[config.mk]
export PLATFORM = sky130hd
export DESIGN_NAME = bcd_print_top
export DESIGN_NICKNAME = d
export VERILOG_FILES = /design/src/logic/link_pkg.sv /design/src/logic/bcd_types_pkg.sv /design/src/logic/bcd_print_top.sv /design/src/logic/digit_emitter.sv /design/src/logic/double_dabble.sv /design/src/logic/number_intake.sv
export SDC_FILE = /design/constraint.sdc
export NUM_CORES = 1
export LEC_CHECK = 0
export BUFFER_PORTS_ARGS = -buffer_cell sky130_fd_sc_hd__buf_4
export CAP_MARGIN = 0
export CORE_MARGIN = 2
export CORE_UTILIZATION = 62
export DETAILED_ROUTE_END_ITERATION = 7
export MAX_ROUTING_LAYER = met4
export PLACE_DENSITY = 0.8
export SYNTH_ARGS = -nofsm -noshare
export SYNTH_HDL_FRONTEND = slang
export SYNTH_SLANG_ARGS = --single-unit
[constraint.sdc]
create_clock -name clk -period 4.65 [get_ports clk]
set_input_delay 0.93 -clock clk [delete_from_list [all_inputs] [get_ports clk]]
set_output_delay 0.93 -clock clk [all_outputs]
set_load 0.01 [all_outputs]
[src/logic/link_pkg.sv]
// character codes and constants for the two credit links
// output characters are plain ascii, one number per line

package link_pkg;

	// ascii character on the output link
	typedef logic [7:0] char_t;

	localparam char_t CHAR_ZERO = 8'h30; // "0", digits are added on top
	localparam char_t CHAR_LF   = 8'h0A; // line feed, ends each number

	// credit counter width, up to 15 credits outstanding
	localparam int CREDIT_CNT_W = 4;

endpackage

[src/logic/bcd_types_pkg.sv]
// number and bcd formats for the print engine
// binary input word, decimal digit and the bcd result union

package bcd_types_pkg;

	localparam int NUM_WIDTH  = 32;             // binary input width
	localparam int BCD_DIGITS = 10;             // enough for 4294967295
	localparam int BCD_WIDTH  = 4 * BCD_DIGITS; // flat bcd word width

	// unsigned binary number
	typedef logic [NUM_WIDTH-1:0] num_t;

	// one decimal digit, 0..9
	typedef logic [3:0] bcd_digit_t;

	// bcd result word
	// flat view for shift and add-3, digit view for printing
	// digit 0 is the least significant
	typedef union packed {
		logic [BCD_WIDTH-1:0]        flat;
		bcd_digit_t [BCD_DIGITS-1:0] digit;
	} bcd_word_t;

endpackage
[src/logic/bcd_print_top.sv]
// decimal print engine, top level
// numbers in over a credit link, converted to bcd, printed out as
// ascii lines over a second credit link

`timescale 1ns/1ps

module bcd_print_top import bcd_types_pkg::*, link_pkg::*; #(
	parameter int FIFO_DEPTH  = 4, // intake slots, initial input credits
	parameter int OUT_CREDITS = 6  // initial output credits
) (
	input  logic  clk,
	input  logic  reset,
	input  logic  in_valid,
	input  num_t  in_data,
	input  logic  out_credit,
	output logic  in_credit,
	output logic  out_valid,
	output char_t out_char
);

	// intake to converter
	logic      pend_valid;
	num_t      pend_data;
	logic      pend_take;

	// converter to emitter
	logic      res_valid;
	bcd_word_t res_bcd;
	logic      res_take;

	number_intake #(
		.FIFO_DEPTH(FIFO_DEPTH)
	) u_intake (
		.clk        (clk),
		.reset      (reset),
		.in_valid   (in_valid),
		.in_data    (in_data),
		.pend_take  (pend_take),
		.in_credit  (in_credit),
		.pend_valid (pend_valid),
		.pend_data  (pend_data)
	);

	double_dabble u_convert (
		.clk        (clk),
		.reset      (reset),
		.pend_valid (pend_valid),
		.pend_data  (pend_data),
		.res_take   (res_take),
		.pend_take  (pend_take),
		.res_valid  (res_valid),
		.res_bcd    (res_bcd)
	);

	digit_emitter #(
		.OUT_CREDITS(OUT_CREDITS)
	) u_emit (
		.clk        (clk),
		.reset      (reset),
		.res_valid  (res_valid),
		.res_bcd    (res_bcd),
		.out_credit (out_credit),
		.res_take   (res_take),
		.out_valid  (out_valid),
		.out_char   (out_char)
	);

endmodule

[src/logic/digit_emitter.sv]
// output side of the print engine
// loads a bcd result, skips leading zeros and sends the digits as
// ascii characters, most significant first, then a line feed
// one output credit is spent per character

`timescale 1ns/1ps

module digit_emitter import bcd_types_pkg::*, link_pkg::*; #(
	parameter int OUT_CREDITS = 6
) (
	input  logic      clk,
	input  logic      reset,
	input  logic      res_valid,  // converter result ready
	input  bcd_word_t res_bcd,
	input  logic      out_credit, // receiver consumed one character
	output logic      res_take,   // result loaded
	output logic      out_valid,  // out_char is sent this cycle
	output char_t     out_char
);

	localparam int IDX_W = $clog2(BCD_DIGITS);

	bcd_word_t               word;    // number being printed
	logic [IDX_W-1:0]        idx;     // digit to send next
	logic [IDX_W-1:0]        top_idx; // highest non-zero digit of res_bcd
	logic                    busy;    // a line is in progress
	logic                    send_lf; // all digits out, line feed next
	logic [CREDIT_CNT_W-1:0] credits; // characters the receiver can take

	// highest non-zero digit, digit 0 for an all-zero word
	always_comb begin
		top_idx = '0;
		for (int i = 0; i < BCD_DIGITS; i++) begin
			if (res_bcd.digit[i] != 4'd0)
				top_idx = IDX_W'(i); // later hits are more significant
		end
	end

	assign res_take  = !busy && res_valid;
	assign out_valid = busy && (credits != '0); // stall with no credit
	assign out_char  = send_lf ? CHAR_LF : (CHAR_ZERO + char_t'(word.digit[idx]));

	always_ff @(posedge clk) begin
		if (res_take)
			word <= res_bcd;
	end

	// line sequencing
	always_ff @(posedge clk) begin
		if (reset) begin
			busy    <= 1'b0;
			send_lf <= 1'b0;
			idx     <= '0;
		end else if (res_take) begin
			busy    <= 1'b1;
			send_lf <= 1'b0;
			idx     <= top_idx;
		end else if (out_valid) begin
			if (send_lf)
				busy <= 1'b0;    // line done
			else if (idx == '0)
				send_lf <= 1'b1; // units digit just went out
			else
				idx <= idx - 1'b1;
		end
	end

	// credit counter, return and spend may coincide
	always_ff @(posedge clk) begin
		if (reset) begin
			credits <= CREDIT_CNT_W'(OUT_CREDITS);
		end else begin
			case ({out_credit, out_valid})
			2'b10:   credits <= credits + 1'b1;
			2'b01:   credits <= credits - 1'b1;
			default: credits <= credits;
			endcase
		end
	end

endmodule

[src/logic/double_dabble.sv]
// binary to bcd converter, shift and add-3 sequencer
// takes one number from the intake, runs 32 shifts and 31 add-3 steps,
// then parks the result in a holding register for the emitter
// a second number may convert while the first waits there

`timescale 1ns/1ps

module double_dabble import bcd_types_pkg::*; (
	input  logic      clk,
	input  logic      reset,
	input  logic      pend_valid, // intake holds a number
	input  num_t      pend_data,
	input  logic      res_take,   // emitter loads res_bcd
	output logic      pend_take,  // number loaded, slot freed
	output logic      res_valid,  // result register full
	output bcd_word_t res_bcd
);

	// one-hot state codes
	localparam logic [3:0] S_IDLE  = 4'b0001;
	localparam logic [3:0] S_SHIFT = 4'b0010;
	localparam logic [3:0] S_ADD3  = 4'b0100;
	localparam logic [3:0] S_WAIT  = 4'b1000; // done, result register busy

	localparam int ITER_W = $clog2(NUM_WIDTH);

	logic [3:0]        state;
	logic [ITER_W-1:0] iter;          // shift steps done so far
	num_t              bin;           // input bits still to shift, msb first
	bcd_word_t         work;          // working bcd word
	bcd_word_t         work_shifted;
	bcd_word_t         work_fixed;
	logic              last_step;     // final shift of this number
	logic              res_free;      // result register can be loaded

	assign pend_take = (state == S_IDLE) && pend_valid;
	assign last_step = (iter == ITER_W'(NUM_WIDTH - 1));
	assign res_free  = !res_valid || res_take; // freed by the take itself

	// next input bit into the bottom of the bcd word
	assign work_shifted.flat = {work.flat[BCD_WIDTH-2:0], bin[NUM_WIDTH-1]};

	// add 3 to every digit of five or more
	always_comb begin
		work_fixed = work;
		for (int i = 0; i < BCD_DIGITS; i++) begin
			if (work.digit[i] >= 4'd5)
				work_fixed.digit[i] = work.digit[i] + 4'd3;
		end
	end

	// control
	always_ff @(posedge clk) begin
		if (reset) begin
			state     <= S_IDLE;
			iter      <= '0;
			res_valid <= 1'b0;
		end else begin
			if (res_take)
				res_valid <= 1'b0; // a load below takes priority
			case (state)
			S_IDLE: begin
				iter <= '0;
				if (pend_take)
					state <= S_SHIFT;
			end
			S_SHIFT: begin
				iter <= iter + 1'b1;
				if (!last_step) begin
					state <= S_ADD3;
				end else if (res_free) begin
					res_valid <= 1'b1;
					state     <= S_IDLE;
				end else begin
					state <= S_WAIT; // hold until emitter takes the old one
				end
			end
			S_ADD3:  state <= S_SHIFT;
			S_WAIT: begin
				if (res_free) begin
					res_valid <= 1'b1;
					state     <= S_IDLE;
				end
			end
			default: state <= S_IDLE;
			endcase
		end
	end

	// datapath
	always_ff @(posedge clk) begin
		case (state)
		S_IDLE: begin
			if (pend_take) begin
				bin  <= pend_data;
				work <= '0;
			end
		end
		S_SHIFT: begin
			work <= work_shifted;
			bin  <= bin << 1;
			if (last_step && res_free)
				res_bcd <= work_shifted; // straight into the result register
		end
		S_ADD3:  work <= work_fixed;
		S_WAIT: begin
			if (res_free)
				res_bcd <= work;
		end
		default: ;
		endcase
	end

endmodule

[src/logic/number_intake.sv]
// input side of the print engine
// stores incoming numbers in a small circular FIFO and hands them
// to the converter in arrival order, one credit back per freed slot

`timescale 1ns/1ps

module number_intake import bcd_types_pkg::*; #(
	parameter int FIFO_DEPTH = 4
) (
	input  logic clk,
	input  logic reset,
	input  logic in_valid,   // one number, sender holds a credit
	input  num_t in_data,
	input  logic pend_take,  // converter loads pend_data
	output logic in_credit,  // one slot freed
	output logic pend_valid, // fifo not empty
	output num_t pend_data
);

	localparam int PTR_W = (FIFO_DEPTH > 1) ? $clog2(FIFO_DEPTH) : 1;
	localparam int CNT_W = $clog2(FIFO_DEPTH + 1);

	num_t             slots [FIFO_DEPTH]; // number storage
	logic [PTR_W-1:0] wr_ptr, rd_ptr;
	logic [CNT_W-1:0] count;              // occupied slots
	logic             do_write, do_read;

	// pointer step with wrap, depth need not be a power of two
	function automatic logic [PTR_W-1:0] ptr_inc(input logic [PTR_W-1:0] p);
		if (p == PTR_W'(FIFO_DEPTH - 1))
			return '0;
		return p + 1'b1;
	endfunction

	assign pend_valid = (count != '0);
	assign pend_data  = slots[rd_ptr]; // head of queue

	// a full fifo never takes a write, sender is out of credits then
	assign do_write = in_valid && (count != CNT_W'(FIFO_DEPTH));
	assign do_read  = pend_take && pend_valid;

	always_ff @(posedge clk) begin
		if (do_write)
			slots[wr_ptr] <= in_data;
	end

	always_ff @(posedge clk) begin
		if (reset) begin
			wr_ptr    <= '0;
			rd_ptr    <= '0;
			count     <= '0;
			in_credit <= 1'b0;
		end else begin
			in_credit <= do_read; // credit one cycle after the take
			if (do_write)
				wr_ptr <= ptr_inc(wr_ptr);
			if (do_read)
				rd_ptr <= ptr_inc(rd_ptr);

			case ({do_write, do_read})
			2'b10:   count <= count + 1'b1;
			2'b01:   count <= count - 1'b1;
			default: count <= count; // none, or one in and one out
			endcase
		end
	end

endmodule

=== After elaboration in Yosys (flattened, before gate mapping) ===
Memories as Yosys holds them, arrays and structs flattened. A register that Yosys moved wholly into a read port is not among the register bits.
Index checks and enable logic that the tools add are counted.

* Register bits: 180
* Memory bits (writable): 128
* Bits of input ports: 36
* Output and inout port bits: 10
* Logic and storage cells: 190
* Memories: 1

{| class="wikitable"
|+ Memory list
! memory !! words !! bits a word !! rd ports !! clocked after Yosys merged registers in !! wr ports !! RTL line !! source
|-
| u_intake.slots || 4 || 32 || 1 || 1 || 1 || number_intake.sv:23 || <nowiki>num_t slots [FIFO_DEPTH];</nowiki>
|}

* Add/subtract/negate cells: 19
* Order comparisons: 11
* Equal/unequal tests: 27
* Multiplexer cells: 64
* Reductions and logical operators: 44

{| class="wikitable"
|+ Operators with widths
! kind !! count
|-
| 40-bit two-way mux || 3
|-
| 40-bit one-hot mux with 3 select lines || 1
|-
| 4-bit two-way mux || 21
|-
| 40-bit one-hot mux with 2 select lines || 1
|-
| 32-bit one-hot mux with 2 select lines || 1
|-
| 4-bit by 2-bit adder with 4-bit output (second input constant) || 10
|-
| 4-bit by 3-bit greater-or-equal comparator with 1-bit output (second input constant) || 10
|-
| 4-bit nonzero test || 10
|-
| 3-bit AND reduction || 12
|-
| 32-bit two-way mux || 1
|-
| 2-bit by 1-bit inequality test with 1-bit output (second input constant) || 12
|-
| 1-bit two-way mux || 17
|-
| 4-bit binary-select mux with 4-bit select || 1
|-
| 2-bit two-way mux || 8
|-
| 4-bit one-hot mux with 4 select lines || 1
|-
| 3-bit two-way mux || 4
|-
| 2-bit nonzero test || 6
|-
| 5-bit one-hot mux with 2 select lines || 1
|-
| 2-bit == test (second input constant) || 4
|-
| 8-bit two-way mux || 1
|-
| 4-bit one-hot mux with 2 select lines || 1
|-
| 4-bit by 1-bit subtractor with 4-bit output (second input constant) || 2
|-
| 6-bit by 4-bit adder with 7-bit output (first input constant) || 1
|-
| 1-bit logical AND || 6
|-
| 22 further kinds || 30
|}

=== Longest topological paths before layout ===
Gate-level depths: netlist of run 1.

* Word-level depth: 11
* Mapped depth: 9
* Gate-level depth less buffers: 9

=== Hierarchy ===
From an unflattened synthesis of run 1, not the netlist that was laid out.

* Cell total of the unflattened synthesis: 895
* Area, all modules: 13,250.2 µm²

{| class="wikitable"
|+ Modules (own cells, without submodules)
! module !! instances !! cells each !! area each (µm²) !! sequential area each (µm²)
|-
| double_dabble || 1 || 519 || 5,850.6 || 3,563.4
|-
| number_intake || 1 || 221 || 5,121.2 || 4,043.9
|-
| digit_emitter || 1 || 155 || 2,278.4 || 1,401.3
|}

=== Least setup slack after synthesis of run 1 ===
Ideal clock, no wire load.

* Kind: reg2reg
* From: register u_convert.state[1]
* To: register u_convert.bin[0], enable pin
* Setup time: 0.466 ns
* Arrival time: 3.323 ns
* Required time: 4.184 ns
* Setup slack: 0.862 ns
* Stages on the path, launching flop included: 4
* Buffers on the path: 1
* Clock period less this slack: 3.788 ns
* Cell sequence: dfxtp_1 > buf_2 > or4b_4 > o21ai_0

* Cells in the longest elaborated chain, start to end: 4
* Elaborated cells on any way between the ends: 6
* Those cells by class: eq/ne: 3; reduce/logical: 3

{| class="wikitable"
|+ RTL lines
! element !! RTL line !! source
|-
| start, declared || double_dabble.sv:27 || <nowiki>logic [3:0] state;</nowiki>
|-
| start signal, assigned || double_dabble.sv:55 || <nowiki>state <= S_IDLE;</nowiki>
|-
| start signal, assigned || double_dabble.sv:65 || <nowiki>state <= S_SHIFT;</nowiki>
|-
| start signal, assigned || double_dabble.sv:70 || <nowiki>state <= S_ADD3;</nowiki>
|-
| 4-bit by 1-bit == test with 1-bit output || double_dabble.sv:36, double_dabble.sv:92 ||
|-
| 1-bit logical AND || double_dabble.sv:36 || <nowiki>assign pend_take = (state == S_IDLE) && pend_valid;</nowiki>
|-
| 2-bit inequality test (no source line) || n/a ||
|-
| 2-bit AND reduction (no source line) * || n/a ||
|-
| end signal, assigned || double_dabble.sv:95 || <nowiki>bin <= pend_data;</nowiki>
|-
| end signal, assigned || double_dabble.sv:101 || <nowiki>bin <= bin << 1;</nowiki>
|-
| end, declared || double_dabble.sv:29 || <nowiki>num_t bin;</nowiki>
|}

Mark *: on every way between the ends. The rest lies on a longest branch, timed or not.
A chain may end at the register's enable or synchronous reset.

=== Worst setup path after layout of run 1 ===
* From: register u_emit.idx[0]
* To: output port out_char[0]

* Cells in the longest elaborated chain, start to end: 4

{| class="wikitable"
|+ RTL lines
! element !! RTL line !! source
|-
| start, declared || digit_emitter.sv:24 || <nowiki>logic [IDX_W-1:0] idx;</nowiki>
|-
| start signal, assigned || digit_emitter.sv:57 || <nowiki>idx <= top_idx;</nowiki>
|-
| start signal, assigned || digit_emitter.sv:64 || <nowiki>idx <= idx - 1'b1;</nowiki>
|-
| 4-bit binary-select mux with 4-bit select || digit_emitter.sv:41 || <nowiki>assign out_char = send_lf ? CHAR_LF : (CHAR_ZERO + char_t'(word.digit[idx]));</nowiki>
|-
| 4-bit two-way mux (implied by the code) || digit_emitter.sv:41 ||
|-
| 6-bit by 4-bit adder with 7-bit output || digit_emitter.sv:41 ||
|-
| 8-bit two-way mux || digit_emitter.sv:41 ||
|-
| end, declared || bcd_print_top.sv:18 || <nowiki>output char_t out_char</nowiki>
|}

No other way between the ends. The select of a mux whose other input is x is not followed.

==> run_results.csv, run 1 <==
group,metric,value,unit
pwr,p_seq_frac,0.490,
finish,final_cell_area,14800,um2
yosys,synth.avg_cell_area,14.9,um2
drt,firstDrtPassIters,5,
finish,final_util,0.705,
global_route,antenna_found_initial,0,
hold_path,hold_class,"flip-flop to flip-flop",
critical_path,start_kind,"flip-flop",
critical_path,required,3.72,ns
yosys,yosysUniqueCellTypes,65,
floorplan,num_rows,53,
timing,rsz0062_at_grt,"no",
finish,layout-drive-gt1-share,0.192,
hold_path,hold_start,"u_convert.res_bcd[0]$_DFFE_PP_",
floorplan,die_h,150,um
yosys,syn_inst,885,
timing,finalCriticalPeriod,3.41,ns
placement,placed_cell_area,13700,um2
placement,dp_hpwl,14000,um
critical_path,cp_data_arrival_time,2.48,ns
drt,vias_per_cell,5.88,
pwr,p_clk_frac,0.287,
global_route,grt_pass1_wl,37400,um
critical_path,critPathKind,"flip-flop to output pin",
yosys,synth_edf_count,280,
clocking,ctsResizeCount,0,
floorplan,start_util,0.629,
critical_path,crit_end,"out_char[0]",
clocking,hold_buffers,0,
placement,gp_congestion,0.777,
yosys,ys.flop_type,"edfxtp_1",
critical_path,crit_start,"u_emit.idx[0]$_SDFFE_PP0P_",
pwr,switchingPower,2.49,mW
critical_path,r2r_start,"u_convert.state[3]$_SDFFE_PP0P_",
timing,tightest_slew,1.23,ns
global_route,grt_pass1_vias,7242,
hold_path,min_path_cells,0,
drt,drc,0,
pwr,power_frac_comb,0.223,
finish,area_growth,12.0,%
yosys,async_reset_ff_frac,0,
global_route,grt_overflow,0,
pwr,p_int,6.09,mW
timing,setup_tns,0,ns
yosys,synth-seq-cells,310,
critical_path,endpoint_kind,"output pin",
pwr,power_density,581,nW/um2
critical_path,rrSetupSlack,1.72,ns
drt,wl,22800,um
finish,layout_commonest_cell,"edfxtp_1",
critical_path,reg2regPathDepth,4,
pwr,power_leakage,5.20,nW
critical_path,r2r_end,"u_convert.res_bcd[34]$_DFFE_PP_",
clocking,clk_latency,0.54,ns
floorplan,dieArea,22400,um2
clocking,cts-htree-levels,1,
pwr,ir_drop,0.446,mV
clocking,clk_pin_slew,0.06,ns
placement,port_buffers,43,
timing,slew_viol_final,0,
timing,finalSetupViolations,0,
timing,slew_headroom,0.178,
floorplan,dieWidth,150,um
floorplan,coreArea,21000,um2
drt,routedWlPerCell,18.6,um
critical_path,worst-path-buf-inv,1,
clocking,cts_setup_buffers,0,
floorplan,ios,46,
critical_path,cp_num_cells,4,
clocking,cts_buffer_depth,3,
run_status,status,"completed",
timing,fin_crit_sh,0.732,
critical_path,cp_slowest_cell,"dfxtp_1",
critical_path,slowest_delay,0.85,ns
global_route,grt_max_degree,64,
yosys,synth_area,13200,um2
clocking,tritoncts,"built",
timing,fmax,294,MHz
drt,drtIter0Drc,545,
pwr,p_sw_frac,0.290,
timing,fin_worst_skew,0.00506,ns
critical_path,path_max_fanout,15,
yosys,ys_warn_count,0,
drt,vias,7226,
finish,fin_nets,1000,
clocking,cts_buffers,31,
drt,ant_nets,0,
timing,hold_viol_final,0,
run,cap_violations,0,
finish,insertedDiodeCount,0,
finish,most-common-layout-cells,"edfxtp_1 (280), nand2_1 (134), buf_4 (56)",
yosys,ys_seq_area_frac,0.683,
clocking,clock-root-buffer,"clkbuf_16",
clocking,clkSinkCount,310,
critical_path,cpLargestDelayFamily,"flip-flops",
global_route,grtUsageTotal,0.217,
critical_path,crit_path_cell_trace,"mux4_2 > mux2i_1 > o32ai_1 > buf_4",
## worst register-to-register path: stages (launching register included)
cell	delay, ns
dfxtp_1	0.56
nor4b_4	0.26
buf_4	0.52
a21oi_1	0.22
a21oi_4	0.96
## state kept, by name, summed over array words and instances, names as in the netlist, 2 cells and up, named ones only
signal and cells:
u_convert.res_bcd 40, u_emit.credits 4, u_intake.rd_ptr 2, u_convert.work 40
u_convert.bin 32, u_convert.iter 5, u_convert.state 4, u_intake.count 3
u_emit.word 40, u_intake.wr_ptr 2, u_intake.slots 128, u_emit.idx 4
## cell families (layout without fill, tap and decap cells)
group / after synthesis / in the layout / synth area share
xor+xnor: 22 / 22 / 0.0146
flops: 310 / 310 / 0.683
other cells: 1 / 2 / 0.000284
mux: 75 / 75 / 0.0971
fa+ha+maj: 34 / 34 / 0.0334
buf+inv: 86 / 154 / 0.0288
simple gates: 218 / 218 / 0.0767
compound gates: 139 / 139 / 0.0659
## cell type report
cell class,count,area (um2)
flip-flops and latches,310,9010
well taps,275,344
fillers,1313,6190
clock buffers,46,892
inverters,41,154
repair buffers,56,420
clock inverters,11,131
multi-input cells,490,3810
## synthesized netlist by cell type, drive strengths merged (4+ instances only)
library cell | number | share of area
nor2 | 32 | 0.0093
nor3 | 9 | 0.0038
o21ai | 57 | 0.022
and2 | 5 | 0.0024
dfxtp | 30 | 0.046
nand2 | 135 | 0.039
edfxtp | 280 | 0.64
or4 | 5 | 0.0028
nand2b | 8 | 0.0038
mux2 | 23 | 0.020
a21oi | 27 | 0.011
a32o | 4 | 0.0030
inv | 40 | 0.011
o31ai | 6 | 0.0045
buf | 22 | 0.011
clkbuf | 23 | 0.0065
nor4 | 6 | 0.0028
xor2 | 20 | 0.013
mux2i | 12 | 0.0091
mux4 | 40 | 0.068
o22ai | 20 | 0.0095
ha | 32 | 0.030
## metal layers
metal	global-route usage	up-vias	wire length (um)
li1	-	3427	-
met1	0.298	3576	9880
met2	0.349	187	11400
met3	0.0323	36	1070
met4	0.0509	0	410
met5	-	-	0
## power by group through the flow
stage	clock network [mW]	registers [mW]	logic, mW
global route	2.62	4.27	2.15
global placement	0	4.22	1.83
finish	2.46	4.21	1.91
CTS	2.50	4.20	1.94
detailed placement	0	4.25	1.90
floorplan	0	4.12	1.53
## worst min path at each step
stage	to	slack, ns
floorplan	u_emit.word[0]$_DFFE_PP_	0.40
global placement	u_emit.word[0]$_DFFE_PP_	0.41
detailed placement	u_emit.word[0]$_DFFE_PP_	0.40
CTS	u_emit.word[0]$_DFFE_PP_	0.42
global route	u_emit.word[0]$_DFFE_PP_	0.44
finish	u_emit.word[0]$_DFFE_PP_	0.42
## per-stage QoR
step                      hold slack (ns)  setup slack [ns]  power (mW)  cells
after global placement              0.407              1.88        6.06   1172
after global routing                0.438              1.05        9.04   1229
after CTS                           0.419              1.17        8.64   1229
after detailed placement            0.405              1.71        6.15   1172
after floorplan                     0.400             0.862        5.66    886
final                               0.420              1.24        8.58   1229
(Power assumes the default switching activity.)
==> run 2, diff against run 1 <==
- clock period: 4.65 -> 3.15 ns (I/O delays scaled with it)
==> run 2 against run 1 <==
Against the previous run: sequential share of layout area fell by 0.21 points; largest power group unchanged; register-to-register slack worse by 1.2 ns; largest cell class unchanged; count of clock-buffer cells in the layout shrank 4; via count barely moved; first-iteration DRC count rose by 6.2%; setup slack worse by 1.0 ns; cell count grew 0.24%.
==> run_results.csv, run 2 (synthesis gave the netlist of run 1 again) <==
group,metric,value,unit
global_route,grt_overflow,0,
timing,finalCriticalPeriod,2.92,ns
floorplan,die_h,150,um
placement,preCtsSetupSlack,0.513,ns
drt,wl,22800,um
global_route,antenna_found_initial,0,
clocking,cts_buffer_depth,3,
critical_path,r2r_start,"u_convert.state[0]$_SDFFE_PP1P_",
floorplan,coreArea,21000,um2
drt,drtIter0Drc,579,
timing,slew_headroom,0.394,
finish,final_cell_area,14800,um2
clocking,cts_buffers,30,
timing,setup_tns,0,ns
drt,ant_nets,0,
floorplan,num_rows,53,
pwr,power_leakage,5.22,nW
finish,multi_input_area,3810,um2
clocking,tritoncts,"built",
clocking,clock-root-buffer,"clkbuf_16",
finish,layoutNonFillerInstCount,1232,
placement,dp_hpwl,13800,um
drt,firstDrtPassIters,5,
global_route,grt_pass1_vias,7147,
global_route,grt_max_degree,63,
global_route,grtUsageTotal,0.212,
global_route,grt_pass1_wl,36200,um
floorplan,ios,46,
finish,most-common-layout-cells,"edfxtp_1 (280), nand2_1 (134), buf_4 (58)",
timing,rsz0062_at_grt,"no",
timing,finalSetupViolations,0,
clocking,clk_pin_slew,0.06,ns
critical_path,endpoint_kind,"output pin",
finish,fin_nets,1003,
placement,gp_congestion,0.777,
timing,fmax,343,MHz
placement,port_buffers,43,
timing,fin_ws,0.234,ns
pwr,ir_drop,0.670,mV
placement,placed_cell_area,13800,um2
drt,vias,7230,
placement,dpl.cell_count,1176,
finish,insertedDiodeCount,0,
critical_path,reg2regPathDepth,8,
drt,drc,0,
floorplan,start_util,0.629,
clocking,cts_setup_buffers,0,
drt,routedWlPerCell,18.5,um
critical_path,crit_end,"out_char[3]",
floorplan,dieArea,22400,um2
timing,slew_viol_final,0,
clocking,clk_latency,0.56,ns
finish,largest_reg_flops,128,
critical_path,start_kind,"flip-flop",
hold_path,hold_class,"input pin to flip-flop",
floorplan,dieWidth,150,um
critical_path,required,2.52,ns
clocking,cts-htree-levels,1,
pwr,power_density,854,nW/um2
timing,fin_worst_skew,0.0171,ns
critical_path,r2r_end,"u_intake.count[2]$_SDFFE_PP0P_",
timing,whs,0.271,ns
finish,largest_register,"u_intake.slots",
critical_path,rrSetupSlack,0.49,ns
critical_path,critPathKind,"flip-flop to output pin",
timing,hold_viol_final,0,
finish,layout_commonest_cell,"edfxtp_1",
clocking,hold_buffers,0,
drt,vias_per_cell,5.87,
clocking,ctsResizeCount,0,
finish,final.fill_count,1351,
finish,layout-drive-gt1-share,0.192,
critical_path,crit_start,"u_emit.idx[0]$_SDFFE_PP0P_",
clocking,clkSinkCount,310,
timing,tightest_slew,0.908,ns
timing,fin_crit_sh,0.926,
run,cap_violations,0,
critical_path,cp_data_arrival_time,2.29,ns
finish,seq_area,9010,um2
critical_path,path_max_fanout,10,
finish,area_growth,12.4,%
run_status,status,"completed",
## run 2: stage by stage
| stage | utilization | power, mW |
|---|---|---|
| after floorplan | - | 8.34 |
| after global placement | 0.658 | 8.97 |
| after detailed placement | 0.658 | 9.10 |
| after CTS | 0.707 | 12.7 |
| after global routing | 0.707 | 13.3 |
| final | 0.707 | 12.6 |
## run 2: cell type report
| type | instances | share of cell area |
|---|---|---|
| sequential | 310 | 0.608 |
| timing repair buffer | 60 | 0.0321 |
| tap | 275 | 0.0232 |
| clock inverter | 14 | 0.0131 |
| clock buffer | 42 | 0.0557 |
| inverter | 41 | 0.0104 |
| multi-input combinational | 490 | 0.257 |
## run 2: how the worst min path moves through the flow
stage,depth (start not counted),startpoint,to
3_5_place_dp,0,u_convert.res_bcd[1]$_DFFE_PP_,u_emit.word[1]$_DFFE_PP_
3_3_place_gp,0,u_convert.res_bcd[1]$_DFFE_PP_,u_emit.word[1]$_DFFE_PP_
6_report,1,in_data[31],u_intake.slots[3][31]$_DFFE_PP_
2_1_floorplan,0,u_convert.res_bcd[0]$_DFFE_PP_,u_emit.word[0]$_DFFE_PP_
5_1_grt,1,in_data[17],u_intake.slots[0][17]$_DFFE_PP_
4_1_cts,1,in_data[25],u_intake.slots[0][25]$_DFFE_PP_
## run 2: critical path, stage by stage, from the launching register on
cell and delay [ns]:
dfxtp_1 0.68, mux4_2 0.60, mux2i_1 0.20, o21ai_0 0.10, buf_4 0.15
## run 2: report_power, final
| group | switching [mW] | internal, mW | total [mW] |
|---|---|---|---|
| Combinational | 1.66 | 1.16 | 2.82 |
| Clock | 1.45 | 2.16 | 3.61 |
| Sequential | 0.564 | 5.65 | 6.22 |
## run 2: per-layer routing
metal | track usage | wire length (um) | vias to the layer above
met5 | - | 0 | -
met4 | 0.0458 | 399 | 0
met3 | 0.0341 | 1000 | 31
met2 | 0.351 | 11600 | 180
met1 | 0.284 | 9760 | 3596
li1 | - | - | 3423
==> run 3, diff against run 2 <==
- CORE_ASPECT_RATIO: not set -> 1.4
- CORE_UTILIZATION: 62 -> 55
- PLACE_DENSITY: 0.8 -> 0.75
- clock period: 3.15 -> 2.6 ns (I/O delays scaled with it)
==> run 3 against run 2 <==
Against the previous run: register-to-register slack worse by 0.29 ns; first-iteration DRC count is 28% lower; clock skew is 0.0042 ns lower; count of clock-buffer cells in the layout is 9 lower; largest power group unchanged.
==> run_results.csv, run 3 (synthesis gave the netlist of run 1 again) <==
group,metric,value,unit
run_status,status,"completed",
floorplan,coreArea,23700,um2
global_route,grt_pass1_vias,7310,
timing,fin_worst_skew,0.0129,ns
global_route,grt_use_met3,0.0257,
timing,fmax,390,MHz
global_route,grt_max_degree,63,
timing,fin_ws,0.0329,ns
clocking,clock-root-buffer,"clkbuf_16",
finish,most-common-layout-cells,"edfxtp_1 (280), nand2_1 (134), buf_4 (59)",
drt,drc,0,
drt,routedWlPerCell,17.4,um
finish,final.fill_count,1685,
pwr,power_density,1020,nW/um2
critical_path,required,2.08,ns
global_route,met1_usage,0.221,
floorplan,dieWidth,135,um
placement,gp_congestion,0.812,
finish,area_growth,13.8,%
critical_path,start_kind,"flip-flop",
floorplan,ios,46,
timing,slew_viol_final,0,
global_route,grtUsageTotal,0.187,
timing,tightest_slew,1.17,ns
placement,preCtsSetupSlack,0.108,ns
pwr,p_sw_frac,0.287,
clocking,tritoncts,"built",
clocking,clk_pin_slew,0.07,ns
drt,drtIter0Drc,418,
drt,vias,7142,
floorplan,start_util,0.556,
global_route,gr-usage-met2,0.332,
clocking,clkSinkCount,310,
pwr,switchingPower,4.39,mW
global_route,grt_overflow,0,
pwr,power_frac_comb,0.235,
clocking,cts_buffers,28,
drt,firstDrtPassIters,5,
placement,dp_hpwl,13700,um
critical_path,endpoint_kind,"output pin",
critical_path,slowest_delay,0.53,ns
global_route,grt_pass1_wl,36700,um
critical_path,cp_slowest_cell,"mux4_2",
finish,layout_commonest_cell,"edfxtp_1",
timing,hold_viol_final,0,
clocking,clk_latency,0.54,ns
pwr,p_seq_frac,0.486,
timing,finalSetupViolations,0,
finish,largest_register,"u_intake.slots",
finish,fin_nets,1009,
drt,vias_per_cell,5.62,
critical_path,path_max_fanout,5,
finish,insertedDiodeCount,0,
clocking,cts_buffer_depth,3,
critical_path,crit_path_cell_trace,"buf_6 > mux4_2 > mux2i_1 > o21ai_0 > buf_4",
drt,ant_nets,0,
critical_path,cp_data_arrival_time,2.05,ns
drt,wl,22200,um
pwr,p_int,10.9,mW
timing,rsz0062_at_grt,"yes",
pwr,p_clk_frac,0.279,
timing,slew_headroom,0.218,
clocking,cts-htree-levels,1,
global_route,antenna_found_initial,0,
critical_path,critPathKind,"flip-flop to output pin",
run,cap_violations,0,
floorplan,dieArea,25200,um2
global_route,busiest_layer,"met2",
timing,finalCriticalPeriod,2.57,ns
timing,fin_crit_sh,0.987,
pwr,ir_drop,0.701,mV
floorplan,die_h,187,um
timing,whs,0.182,ns
placement,port_buffers,43,
finish,largest_reg_flops,128,
pwr,power_leakage,5.26,nW
finish,layout-drive-gt1-share,0.207,
floorplan,num_rows,67,
hold_path,hold_class,"input pin to flip-flop",
-- run 3: cell type report --
| class | instances | area (um2) | share of cell area |
|---|---|---|---|
| clock buffers | 33 | 782 | 0.0521 |
| clock inverters | 18 | 188 | 0.0125 |
| inverters | 41 | 154 | 0.0103 |
| multi-input cells | 490 | 3870 | 0.258 |
| flip-flops and latches | 310 | 9010 | 0.600 |
| well taps | 310 | 388 | 0.0258 |
| repair buffers | 68 | 614 | 0.0409 |
-- run 3: worst max-delay path, delay by kind of cell (launching register included) --
kind | cells | cell delay [ns]
mux | 2 | 0.74
flops | 1 | 0.35
buf+inv | 2 | 0.30
compound gates | 1 | 0.12
-- run 3: what timing repair did --
action | 4_1_cts | 5_1_grt
endpoints found under the setup margin | 4 | 6
hold buffers | 0 | 0
gates resized for setup | 7 | 6
gates cloned | 1 | 0
pin swaps | 0 | 2
buffers inserted | 1 | 0
-- run 3: routing by layer --
metal  share of wire  vias to the layer above
li1                -                     3426
met1            0.39                     3511
met2            0.53                      158
met3           0.046                       47
met4           0.025                        0
met5               0                        -
-- run 3: worst paths after layout --
path	startpoint	endpoint	slack, ns	cells past startpoint
setup reg to reg	u_convert.iter[0]$_SDFFE_PP0P_	u_convert.res_bcd[5]$_DFFE_PP_	0.20	5
hold reg to reg	u_convert.res_bcd[2]$_DFFE_PP_	u_emit.word[2]$_DFFE_PP_	0.43	0
setup / recovery	u_emit.idx[0]$_SDFFE_PP0P_	out_char[1]	0.03	5
hold / removal	in_data[13]	u_intake.slots[3][13]$_DFFE_PP_	0.18	1
-- run 3: power by group through the flow --
stage,clock network (mW),logic (mW),registers (mW)
after floorplan,0,2.75,7.35
after global placement,0,3.53,7.48
after detailed placement,0,3.61,7.51
after CTS,4.36,3.64,7.43
after global routing,4.57,4.04,7.53
final,4.26,3.59,7.42
-- run 3: per-stage QoR --
step | area, um2 | std cells | total power [mW] | util | TNS, ns
finish | 15000 | 1270 | 15.3 | 0.633 | 0
global route | 15000 | 1270 | 16.2 | 0.633 | -0.0989
CTS | 15000 | 1270 | 15.4 | 0.631 | -0.00400
detailed placement | 14000 | 1217 | 11.1 | 0.589 | 0
global placement | 14000 | 1217 | 11.0 | 0.589 | 0
floorplan | 13200 | 886 | 10.1 | - | 0
